--- config.mk ---
export PLATFORM = sky130hd
export DESIGN_NAME = nx4_tile_core
export DESIGN_NICKNAME = d
export VERILOG_FILES = /design/src/source/nx4_pkg.sv /design/src/source/nx4_clock_reset_gen.sv /design/src/source/nx4_memory_sequencer.sv /design/src/source/nx4_register_bank.sv /design/src/source/nx4_tile_core.sv
export SDC_FILE = /design/constraint.sdc
export NUM_CORES = 1
export LEC_CHECK = 0
export ABC_AREA = 1
export CAP_MARGIN = 20
export CELL_PAD_IN_SITES_DETAIL_PLACEMENT = 2
export CELL_PAD_IN_SITES_GLOBAL_PLACEMENT = 2
export CORE_ASPECT_RATIO = 1.1
export CORE_MARGIN = 5
export CORE_UTILIZATION = 33
export CTS_CLUSTER_DIAMETER = 40
export DETAILED_ROUTE_END_ITERATION = 10
export DONT_BUFFER_PORTS = 1
export GPL_TIMING_DRIVEN = 0
export PLACE_DENSITY_LB_ADDON = 0.1
export SYNTH_ARGS = -nofsm -noshare
export SYNTH_HDL_FRONTEND = slang
export SYNTH_HIERARCHICAL = 1
export SYNTH_SLANG_ARGS = --single-unit
--- constraint.sdc ---
create_clock -name clock -period 1.7 [get_ports clock]
set_input_delay 0.255 -clock clock [delete_from_list [all_inputs] [get_ports clock]]
set_output_delay 0.255 -clock clock [all_outputs]
set_load 0.01 [all_outputs]
--- src/source/nx4_pkg.sv ---
`default_nettype none

package nx4_pkg;

    ////////////////////////////////////////////////////////////////////////////
    // register bank
    ////////////////////////////////////////////////////////////////////////////

    localparam int REG_ADDR_W = 4;
    localparam int REG_DATA_W = 8;

    // register map, everything above REG_STATUS_HI reads as zero
    localparam logic [REG_ADDR_W-1:0] REG_IOCTL     = 4'd0;
    localparam logic [REG_ADDR_W-1:0] REG_DRIVECTL  = 4'd1;
    localparam logic [REG_ADDR_W-1:0] REG_MEM_UPPER = 4'd2;
    localparam logic [REG_ADDR_W-1:0] REG_STATUS_LO = 4'd3;
    localparam logic [REG_ADDR_W-1:0] REG_STATUS_HI = 4'd4;

    // ioctl bits, 1 releases the line and 0 pulls it low
    localparam int IOCTL_BIT_SDA = 0;
    localparam int IOCTL_BIT_SCL = 1;

    // drivectl clock select fields
    localparam int DRIVECTL_PCLK_LSB = 0;
    localparam int DRIVECTL_GCLK_LSB = 3;
    localparam int DRIVECTL_SEL_W    = 3;

    localparam logic [REG_DATA_W-1:0] IOCTL_RESET     = 8'h03;
    localparam logic [REG_DATA_W-1:0] DRIVECTL_RESET  = 8'h01;
    localparam logic [REG_DATA_W-1:0] MEM_UPPER_RESET = 8'h00;

    ////////////////////////////////////////////////////////////////////////////
    // clocks, memory bus and status pins
    ////////////////////////////////////////////////////////////////////////////

    localparam int DIV_COUNT_W       = 8;
    localparam int RESET_RELEASE_BIT = 3;

    localparam int MEM_ADDR_W   = 21;
    localparam int CMD_ADDR_W   = 16;
    localparam int UPPER_ADDR_W = 5;
    localparam int MEM_DATA_W   = 8;

    // flash is stretched, sram completes in one clock
    localparam int FLASH_CYCLES = 7;
    localparam int SRAM_CYCLES  = 1;
    localparam int MEM_TIMER_W  = $clog2(FLASH_CYCLES + 1);

    localparam int STATUS_W = 12;

    typedef struct packed {
        logic                  write;
        logic                  read;
        logic [REG_ADDR_W-1:0] addr;
        logic [REG_DATA_W-1:0] wdata;
    } reg_req_t;

    typedef struct packed {
        logic                  sram_strobe;
        logic                  flash_strobe;
        logic                  we;
        logic [CMD_ADDR_W-1:0] addr;
        logic [MEM_DATA_W-1:0] wdata;
    } mem_req_t;

    typedef struct packed {
        logic [MEM_ADDR_W-1:0] addr;
        logic [MEM_DATA_W-1:0] data_out;
        logic                  data_oe;
        logic                  we_n;
        logic                  sram_ce_n;
        logic                  sram_oe_n;
        logic                  sram_bhe_n;
        logic                  sram_ble_n;
        logic                  flash_ce_n;
        logic                  flash_oe_n;
    } mem_pins_t;

    // cpld in the top bits, sda sampled back in bit 0
    typedef struct packed {
        logic [8:0] cpld;
        logic       flash_ry_by;
        logic       led_xerr;
        logic       i2c_sda;
    } status_pins_t;

endpackage

`default_nettype wire

--- src/source/nx4_clock_reset_gen.sv ---
`default_nettype none

module nx4_clock_reset_gen
    import nx4_pkg::*;
(
    input  wire logic                  clock,
    input  wire logic                  arst_n,
    input  wire logic [REG_DATA_W-1:0] drivectl,
    output logic                       pixel_clock,
    output logic                       grayscale_clock,
    output logic                       core_reset,
    output logic                       flash_reset_n
);

    logic [DIV_COUNT_W-1:0]    div_count;
    logic [DRIVECTL_SEL_W-1:0] pclk_sel;
    logic [DRIVECTL_SEL_W-1:0] gclk_sel;

    // select fields out of the drive control byte
    assign pclk_sel = drivectl[DRIVECTL_PCLK_LSB +: DRIVECTL_SEL_W];
    assign gclk_sel = drivectl[DRIVECTL_GCLK_LSB +: DRIVECTL_SEL_W];

    ////////////////////////////////////////////////////////////////////////////
    // free running divider and clock picks
    ////////////////////////////////////////////////////////////////////////////

    // bit n of the counter has a period of 2^(n+1) clocks
    always_ff @(posedge clock or negedge arst_n) begin
        if (!arst_n) begin
            div_count       <= '0;
            pixel_clock     <= 1'b0;
            grayscale_clock <= 1'b0;
        end else begin
            div_count       <= div_count + 1'b1;
            pixel_clock     <= div_count[pclk_sel];
            grayscale_clock <= div_count[gclk_sel];
        end
    end

    ////////////////////////////////////////////////////////////////////////////
    // reset release
    ////////////////////////////////////////////////////////////////////////////

    // core reset is sticky low once the release bit has been seen
    always_ff @(posedge clock or negedge arst_n) begin
        if (!arst_n) begin
            core_reset    <= 1'b1;
            flash_reset_n <= 1'b0;
        end else begin
            if (core_reset && div_count[RESET_RELEASE_BIT]) begin
                core_reset <= 1'b0;
            end
            // flash comes out of reset on the first edge
            flash_reset_n <= 1'b1;
        end
    end

endmodule

`default_nettype wire

--- src/source/nx4_memory_sequencer.sv ---
`default_nettype none

module nx4_memory_sequencer
    import nx4_pkg::*;
(
    input  wire logic                    clock,
    input  wire logic                    arst_n,
    input  wire mem_req_t                mem_req,
    input  wire logic [UPPER_ADDR_W-1:0] mem_upper,
    input  wire logic [MEM_DATA_W-1:0]   mem_data_in,
    output mem_pins_t                    pins,
    output logic [MEM_DATA_W-1:0]        mem_rdata,
    output logic                         mem_busy
);

    logic [MEM_TIMER_W-1:0] cycle_timer;
    logic                   sram_sel;
    logic                   we_q;
    logic                   we_n_q;
    logic [CMD_ADDR_W-1:0]  cmd_addr_q;
    logic [MEM_DATA_W-1:0]  wdata_q;
    logic                   start_flash;
    logic                   start_sram;
    logic                   last_count;

    assign mem_busy = (cycle_timer != '0);

    // strobes only count while idle, flash has priority
    assign start_flash = !mem_busy && mem_req.flash_strobe;
    assign start_sram  = !mem_busy && !mem_req.flash_strobe && mem_req.sram_strobe;

    // final clock of a cycle, read data is sampled here
    assign last_count = (cycle_timer == MEM_TIMER_W'(1));

    ////////////////////////////////////////////////////////////////////////////
    // cycle timer and write strobe
    ////////////////////////////////////////////////////////////////////////////

    always_ff @(posedge clock or negedge arst_n) begin
        if (!arst_n) begin
            cycle_timer <= '0;
            sram_sel    <= 1'b0;
            we_q        <= 1'b0;
            we_n_q      <= 1'b1;
        end else if (start_flash) begin
            // flash holds we_n high for the first clock to let the address settle
            cycle_timer <= MEM_TIMER_W'(FLASH_CYCLES);
            sram_sel    <= 1'b0;
            we_q        <= mem_req.we;
        end else if (start_sram) begin
            // sram write strobe runs for the whole single clock
            cycle_timer <= MEM_TIMER_W'(SRAM_CYCLES);
            sram_sel    <= 1'b1;
            we_q        <= mem_req.we;
            we_n_q      <= ~mem_req.we;
        end else if (mem_busy) begin
            cycle_timer <= cycle_timer - 1'b1;
            // release we_n two counts before the end, data latches on that rise
            if (cycle_timer <= MEM_TIMER_W'(2)) begin
                we_n_q <= 1'b1;
            end else begin
                we_n_q <= ~we_q;
            end
        end
    end

    ////////////////////////////////////////////////////////////////////////////
    // request payload and read capture
    ////////////////////////////////////////////////////////////////////////////

    always_ff @(posedge clock) begin
        if (start_flash || start_sram) begin
            cmd_addr_q <= mem_req.addr;
            wdata_q    <= mem_req.wdata;
        end
        if (mem_busy && last_count && !we_q) begin
            mem_rdata <= mem_data_in;
        end
    end

    ////////////////////////////////////////////////////////////////////////////
    // pin generation
    ////////////////////////////////////////////////////////////////////////////

    always_comb begin
        // both parts run 16 bit wide in byte mode, sram drops the low address bit
        if (sram_sel) begin
            pins.addr = {1'b0, mem_upper, cmd_addr_q[CMD_ADDR_W-1:1]};
        end else begin
            pins.addr = {mem_upper, cmd_addr_q};
        end
        pins.data_out   = wdata_q;
        pins.data_oe    = mem_busy && we_q;
        pins.we_n       = we_n_q;
        pins.sram_ce_n  = ~(mem_busy && sram_sel);
        pins.sram_oe_n  = ~(mem_busy && sram_sel && !we_q);
        // address bit 0 picks the sram byte lane
        pins.sram_bhe_n = ~cmd_addr_q[0];
        pins.sram_ble_n = cmd_addr_q[0];
        pins.flash_ce_n = ~(mem_busy && !sram_sel);
        pins.flash_oe_n = ~(mem_busy && !sram_sel && !we_q);
    end

endmodule

`default_nettype wire

--- src/source/nx4_register_bank.sv ---
`default_nettype none

module nx4_register_bank
    import nx4_pkg::*;
(
    input  wire logic                    clock,
    input  wire logic                    arst_n,
    input  wire reg_req_t                reg_req,
    input  wire status_pins_t            status,
    output logic [REG_DATA_W-1:0]        reg_rdata,
    output logic [REG_DATA_W-1:0]        drivectl,
    output logic [UPPER_ADDR_W-1:0]      mem_upper,
    output logic                         i2c_sda_drive_low,
    output logic                         i2c_scl_drive_low
);

    logic [REG_DATA_W-1:0] ioctl;
    logic [REG_DATA_W-1:0] mem_upper_byte;
    logic [REG_DATA_W-1:0] read_mux;
    logic [STATUS_W-1:0]   status_bits;

    // flat view of the status pins for byte readback
    assign status_bits = status;

    ////////////////////////////////////////////////////////////////////////////
    // writable control bytes
    ////////////////////////////////////////////////////////////////////////////

    always_ff @(posedge clock or negedge arst_n) begin
        if (!arst_n) begin
            ioctl          <= IOCTL_RESET;
            drivectl       <= DRIVECTL_RESET;
            mem_upper_byte <= MEM_UPPER_RESET;
        end else if (reg_req.write) begin
            // status and unused addresses drop the write
            case (reg_req.addr)
                REG_IOCTL:     ioctl          <= reg_req.wdata;
                REG_DRIVECTL:  drivectl       <= reg_req.wdata;
                REG_MEM_UPPER: mem_upper_byte <= reg_req.wdata;
                default: ;
            endcase
        end
    end

    // only the page bits reach the sequencer
    assign mem_upper = mem_upper_byte[UPPER_ADDR_W-1:0];

    ////////////////////////////////////////////////////////////////////////////
    // readback
    ////////////////////////////////////////////////////////////////////////////

    always_comb begin
        case (reg_req.addr)
            REG_IOCTL:     read_mux = ioctl;
            REG_DRIVECTL:  read_mux = drivectl;
            REG_MEM_UPPER: read_mux = mem_upper_byte;
            REG_STATUS_LO: read_mux = status_bits[7:0];
            // upper nibble of the status vector, zero filled
            REG_STATUS_HI: read_mux = {4'h0, status_bits[STATUS_W-1:8]};
            default:       read_mux = '0;
        endcase
    end

    // readback holds until the next read strobe
    always_ff @(posedge clock or negedge arst_n) begin
        if (!arst_n) begin
            reg_rdata <= '0;
        end else if (reg_req.read) begin
            reg_rdata <= read_mux;
        end
    end

    // open drain i2c, pull low when the control bit is clear
    assign i2c_sda_drive_low = ~ioctl[IOCTL_BIT_SDA];
    assign i2c_scl_drive_low = ~ioctl[IOCTL_BIT_SCL];

endmodule

`default_nettype wire

--- src/source/nx4_tile_core.sv ---
`default_nettype none

module nx4_tile_core
    import nx4_pkg::*;
(
    input  wire logic                  clock,
    input  wire logic                  arst_n,

    // register access
    input  wire reg_req_t              reg_req,
    output logic [REG_DATA_W-1:0]      reg_rdata,
    input  wire status_pins_t          status,
    output logic                       i2c_sda_drive_low,
    output logic                       i2c_scl_drive_low,

    // generated clocks and resets
    output logic                       pixel_clock,
    output logic                       grayscale_clock,
    output logic                       core_reset,
    output logic                       flash_reset_n,

    // shared sram/flash bus
    input  wire mem_req_t              mem_req,
    output logic [MEM_DATA_W-1:0]      mem_rdata,
    output logic                       mem_busy,
    output mem_pins_t                  mem_pins,
    input  wire logic [MEM_DATA_W-1:0] mem_data_in
);

    logic [REG_DATA_W-1:0]   drivectl;
    logic [UPPER_ADDR_W-1:0] mem_upper;

    ////////////////////////////////////////////////////////////////////////////
    // control registers
    ////////////////////////////////////////////////////////////////////////////

    nx4_register_bank i_register_bank (
        .clock             (clock),
        .arst_n            (arst_n),
        .reg_req           (reg_req),
        .status            (status),
        .reg_rdata         (reg_rdata),
        .drivectl          (drivectl),
        .mem_upper         (mem_upper),
        .i2c_sda_drive_low (i2c_sda_drive_low),
        .i2c_scl_drive_low (i2c_scl_drive_low)
    );

    // clock selects come from drivectl
    nx4_clock_reset_gen i_clock_reset_gen (
        .clock           (clock),
        .arst_n          (arst_n),
        .drivectl        (drivectl),
        .pixel_clock     (pixel_clock),
        .grayscale_clock (grayscale_clock),
        .core_reset      (core_reset),
        .flash_reset_n   (flash_reset_n)
    );

    // page bits from the upper address register
    nx4_memory_sequencer i_memory_sequencer (
        .clock       (clock),
        .arst_n      (arst_n),
        .mem_req     (mem_req),
        .mem_upper   (mem_upper),
        .mem_data_in (mem_data_in),
        .pins        (mem_pins),
        .mem_rdata   (mem_rdata),
        .mem_busy    (mem_busy)
    );

endmodule

`default_nettype wire
== Yosys cells after proc, flatten, opt, wreduce, memory -nomap -nowiden ==
Index checks and enable logic that the tools add are counted.
Word-level totals
  register bits: 82
  input port bits: 63
  output and inout port bits: 60
  logic and storage cells: 77
Cells by class
  add/subtract/negate cells: 2
  $lt $le $gt $ge: 3
  equality and inequality tests: 5
  multiplexer cells: 16
  bitwise gates (word level): 10
  reduce and logical (&&, ||, !) cells: 25
Operators with widths (number)
  8-bit case mux with 5 select lines: 1
  21-bit 2-to-1 mux: 1
  1-bit logical AND: 11
  1-bit NOT: 10
  1-bit 2-to-1 mux: 9
  3-bit 2-to-1 mux: 3
  8-bit by 1-bit adder with 8-bit output (second input constant): 1
  4-bit by 2-bit == test with 1-bit output (second input constant): 2
  3-bit by 4-bit less-than comparator with 1-bit output (second input constant): 2
  2-bit AND reduction: 4
  1-bit binary-select mux with 3-bit select: 2
  3-bit nonzero test: 2
  4-bit by 1-bit == test with 1-bit output (second input constant): 1
  4-bit by 3-bit == test with 1-bit output (second input constant): 1
  1-bit logical NOT: 4
  4-bit logical NOT: 1
  2-bit nonzero test: 2
  3-bit by 1-bit == test with 1-bit output (second input constant): 1
  3-bit by 2-bit less-or-equal comparator with 1-bit output (second input constant): 1
  3-bit by 1-bit subtractor with 3-bit output (second input constant): 1
  1-bit logical OR: 1

== Longest topological paths before layout ==
  depth after elaboration: 6
  mapped depth: 9
  gate-level depth less buffers: 8

== Cells and area by module ==
The synthesis kept the hierarchy.
By module, submodules not included
  nx4_register_bank: instances 1, cells an instance 206, area each 1664.1 um2, sequential area each 804.5 um2
  nx4_memory_sequencer: instances 1, cells an instance 151, area each 1652.8 um2, sequential area each 1112.3 um2
  nx4_clock_reset_gen: instances 1, cells an instance 88, area each 648.1 um2, sequential area each 301.5 um2

== Least setup slack after synthesis ==
Ideal clock, no wire load.
  kind: reg2reg
  start: register i_memory_sequencer.cycle_timer[0]
  end: register i_memory_sequencer.cmd_addr_q[0] (enable)
  library setup time: 379 ps
  arrival: 1443 ps
  required time: 1321 ps
  slack: -122 ps
  stages on the path, launching flop included: 7
  path buffers: 0
  clock period less this slack: 1822 ps
  path through: dfrtp_1 -> inv_1 -> ha_1 -> nand2_4 -> inv_6 -> o21ai_2 -> inv_1
On the way
  longest elaborated chain between the ends: 5
  elaborated cells on any way between the ends: 6
  classes of those cells: 6 x reduce/logical
Ends and longest elaborated chain
  start, declared: line nx4_memory_sequencer.sv:16  | logic [MEM_TIMER_W-1:0] cycle_timer;
  start signal, assigned: line nx4_memory_sequencer.sv:47  | cycle_timer <= MEM_TIMER_W'(FLASH_CYCLES);
  start signal, assigned: line nx4_memory_sequencer.sv:52  | cycle_timer <= MEM_TIMER_W'(SRAM_CYCLES);
  start signal, assigned: line nx4_memory_sequencer.sv:57  | cycle_timer <= cycle_timer - 1'b1;
  3-bit nonzero test (*): line nx4_memory_sequencer.sv:26  | assign mem_busy = (cycle_timer != '0);
  named net mem_busy: line nx4_tile_core.sv:25  | output logic mem_busy,
  1-bit logical NOT (*): line nx4_memory_sequencer.sv:29, nx4_memory_sequencer.sv:30
  1-bit logical AND (2 in a row): line nx4_memory_sequencer.sv:30  | assign start_sram = !mem_busy && !mem_req.flash_strobe && mem_req.sram_strobe;
  1-bit logical OR (*): line nx4_memory_sequencer.sv:72  | if (start_flash || start_sram) begin
  end signal, assigned: line nx4_memory_sequencer.sv:73  | cmd_addr_q <= mem_req.addr;
  end, declared: line nx4_memory_sequencer.sv:20  | logic [CMD_ADDR_W-1:0] cmd_addr_q;
Mark *: on every way through the listed nets, which the timed path passes. The rest lies on a longest branch.
A chain may end at the register's enable or synchronous reset.

== Final worst setup path ==
  start: register i_memory_sequencer.cycle_timer[0]
  end: register i_memory_sequencer.wdata_q[0] (enable)
On the way
  longest elaborated chain between the ends: 5
  elaborated cells on any way between the ends: 6
  classes of those cells: 6 x reduce/logical
Ends and longest elaborated chain
  3-bit nonzero test (*): line nx4_memory_sequencer.sv:26
  named net mem_busy: line nx4_tile_core.sv:25
  1-bit logical NOT (*): line nx4_memory_sequencer.sv:29, nx4_memory_sequencer.sv:30
  1-bit logical AND (2 in a row): line nx4_memory_sequencer.sv:30
  1-bit logical OR (*): line nx4_memory_sequencer.sv:72
  end signal, assigned: line nx4_memory_sequencer.sv:74  | wdata_q <= mem_req.wdata;
  end, declared: line nx4_memory_sequencer.sv:21  | logic [MEM_DATA_W-1:0] wdata_q;
Marks and branches as above.

==> flow_metrics.tcl <==
set metrics [dict create \
    drv_cap 0 \
    yosysWarnings 6 \
    regToRegEndpoint "i_memory_sequencer/wdata_q[0]$_DFFE_PP_" \
    overflow 0 \
    num_vias 3199 \
    area_delta_synth_final_pct 23.9 \
    r2r_slack_ns 0.11 \
    antenna_found_initial 0 \
    synthesis.area_sq_um 3970 \
    cp-end-kind "register" \
    min_delay_path_depth 2 \
    slew_headroom 0.645 \
    drt-pass1-iter-count 4 \
    finalInstanceArea_sq_um 4910 \
    dp_hpwl_um 8590 \
    first_global_vias 3619 \
    path_delay_family "buffers and inverters" \
    place_area_sq_um 4160 \
    start_util 0.332 \
    period_needed_ns 1.59 \
    yosys.area.top_type "dfrtp_1" \
    rsz0062_at_grt "false" \
    finClkSkew_ns 0.00833 \
    setup_slack_ns 0.111 \
    cts_buffers 9 \
    drtIter0Drc 88 \
    setup_viol 0 \
    ant_nets 0 \
    hold_slack_ns 0.0716 \
    cp.required_ns 1.75 \
    placement.io_buffers 0 \
    dieArea_sq_um 14300 \
    hold_viol 0 \
    crit_path_max_incr_delay_ns 0.41 \
    worstPathMaxFanout 9 \
    multi_input_area_sq_um 1400 \
    die-height_um 125 \
    clock_tree.buffer_depth 2 \
    n_antenna_cell 0 \
    stdcell_count 653 \
    fmax_mhz 630 \
    timing.final.crit_share 0.934 \
    routed_wl_um 12600 \
    htree_levels 3 \
    power_density_nw_per_um2 1380 \
    drc 0 \
    cp.depth 7 \
    cts-root-buf "clkbuf_16" \
    r2r_cells 7 \
    cts_tree "done" \
    synth_seq_cells 82 \
    crit_buf_inv 4 \
    slew_violations 0 \
    grt_usage 0.178 \
    fillers 1295 \
    min_from "reg_req[0]" \
    synth-seq-area-share 0.559 \
    coreArea_sq_um 11900 \
    layout-drive-gt1-share 0.148 \
    path_class "reg2reg" \
    seqCellArea_sq_um 2220 \
    dieWidth_um 115 \
    dp.cells 599 \
    clock_latency_ns 0.34 \
    timing.rr.start "i_memory_sequencer/cycle_timer[0]$_DFFE_PN0P_" \
    syn_avg_cell_area_sq_um 8.91 \
    yosysUniqueCellTypes 29 \
    path_cells "inv_2 -> ha_4 -> nand2_8 -> inv_6 -> o21ai_4 -> clkinvlp_4 -> buf_4" \
    max-vdd-ir-drop_uv 603 \
    netlist_instances 445 \
    globalplace.congestion 0.772 \
    arrival_ns 1.64 \
    grt_max_degree 51 \
    pre_cts_ws_ns -0.294 \
    hold-path-endpoint "i_register_bank/ioctl[0]$_DFFE_PN1P_" \
    ioPinCount 123 \
    via_per_inst 4.90 \
    synth_fp_nets 513 \
    grt_first_pass_wirelength_um 19800 \
    synth_area_leaders "dfrtp_1, edfxtp_1, nand2_1" \
    hold_path.class "in2reg" \
    worst_setup_path_start_kind "register" \
    p_leak_nw 2.27 \
    clk_pin_slew_ns 0.07 \
    outcome "finished, final reports clean" \
    yosysTopAreaCellShare 0.284 \
    cts.sinks 82 \
    post_drt_wl_per_cell_um 19.3 \
    num_rows 42 \
    nNetsFinal 562 \
    tightest_slew_ns 0.526 \
    cp_slowest_cell "dfrtp_1" \
]
[final cells by class]
| class | instances | area share |
|---|---|---|
| inverters | 57 | 0.0453 |
| repair buffers | 37 | 0.0782 |
| repair inverters | 1 | 0.00153 |
| flip-flops and latches | 82 | 0.452 |
| multi-input cells | 284 | 0.286 |
| well taps | 154 | 0.0392 |
| clock inverters | 6 | 0.0183 |
| clock buffers | 10 | 0.0466 |
| plain buffers | 22 | 0.0334 |
[worst max-delay path by stage]
| stage | startpoint | end | slack [ns] |
|---|---|---|---|
| 6_report | i_memory_sequencer/cycle_timer[0]$_DFFE_PN0P_ | i_memory_sequencer/wdata_q[0]$_DFFE_PP_ | 0.11 |
| 5_1_grt | i_memory_sequencer/cycle_timer[0]$_DFFE_PN0P_ | i_memory_sequencer/wdata_q[5]$_DFFE_PP_ | 0.02 |
| 4_1_cts | i_memory_sequencer/cycle_timer[1]$_DFFE_PN0P_ | mem_pins[7] | 0.001 |
| 3_5_place_dp | i_memory_sequencer/cycle_timer[0]$_DFFE_PN0P_ | i_memory_sequencer/wdata_q[7]$_DFFE_PP_ | -0.29 |
| 3_3_place_gp | i_memory_sequencer/cycle_timer[0]$_DFFE_PN0P_ | i_memory_sequencer/wdata_q[4]$_DFFE_PP_ | -0.24 |
| 2_1_floorplan | i_memory_sequencer/cycle_timer[0]$_DFFE_PN0P_ | i_memory_sequencer/cmd_addr_q[0]$_DFFE_PP_ | 0.03 |
[through the flow]
| step | setup TNS [ns] | total power, mW | util |
|---|---|---|---|
| finish | 0 | 6.80 | 0.412 |
| global route | 0 | 7.22 | 0.412 |
| CTS | 0 | 6.80 | 0.410 |
| detailed placement | -7.92 | 4.45 | 0.349 |
| global placement | -5.90 | 4.35 | 0.349 |
| floorplan | 0 | 3.99 | - |
[layout by cell type (no fill, tap or decap), drive strengths merged, types with 3 or more instances in the layout]
| cell type | n |
|---|---|
| nand2 | 155 |
| inv | 57 |
| dfrtp | 45 |
| nand3 | 40 |
| o21ai | 36 |
| dlygate4sd3 | 33 |
| edfxtp | 32 |
| buf | 25 |
| nor2 | 22 |
| nand4 | 17 |
| clkbuf | 11 |
| dfstp | 5 |
| ha | 5 |
| clkinvlp | 3 |
| xor2 | 3 |
[flip-flops by register name (all words and copies together), names as in the netlist, 3 cells and up]
signal and cells:
i_memory_sequencer/cycle_timer 3, i_clock_reset_gen/div_count 8, i_memory_sequencer/cmd_addr_q 16, i_register_bank/reg_rdata 8
i_register_bank/ioctl 8, i_memory_sequencer/mem_rdata 8, i_memory_sequencer/wdata_q 8, i_register_bank/drivectl 8
i_register_bank/mem_upper_byte 8
[timing repair]
item | CTS | global route
buffers inserted | 3 | 0
resized for setup | 6 | 5
endpoints found under the setup margin | 37 | 27
cloned | 1 | 0
hold buffers | 34 | 0
endpoints found under the hold margin | 82 | 0
[power breakdown]
| part | switching [mW] | internal, mW | leakage (nW) |
|---|---|---|---|
| logic | 1.26 | 0.636 | 1.20 |
| clock network | 0.836 | 1.29 | 0.153 |
| registers | 0.293 | 2.48 | 0.914 |
[cell usage after synthesis]
master    instances
clkbuf_1          1
nand2_2           1
conb_1            1
nor2_1           14
o211ai_1          2
a21oi_1           2
nand4_1          17
xor2_1            3
buf_2             5
nand3_1          36
o21ai_0           6
inv_2             5
ha_1              5
o21ai_1          29
nand2_1         153
nand3_2           4
nand2_4           1
a21boi_1          1
dfstp_2           5
o21ai_2           1
nor2_2            3
buf_6             4
nor2_8            1
inv_1            51
buf_4            12
inv_6             1
edfxtp_1         32
dfrtp_1          45
nor2_4            4
[routing by layer]
layer | wire [um] | GRT usage | part of all wire | up-vias
met5 | 0 | 0 | 0 | -
met4 | 135 | 0.0489 | 0.011 | 0
met3 | 695 | 0.0440 | 0.055 | 11
met2 | 6860 | 0.326 | 0.54 | 71
met1 | 4910 | 0.204 | 0.39 | 1591
li1 | - | - | - | 1526
[kinds of logic after synthesis]
| kind of cell | count (synthesis) | share of synthesized area |
|---|---|---|
| buffers and inverters | 79 | 0.0966 |
| flip-flops | 82 | 0.559 |
| AO/OA/AOI/OAI | 41 | 0.0546 |
| XOR/XNOR | 3 | 0.00663 |
| adder cells (fa/ha/maj) | 5 | 0.0158 |
| other | 1 | 0.000946 |
| AND/OR/NAND/NOR | 234 | 0.266 |
Power figures use the tool's default switching activity.
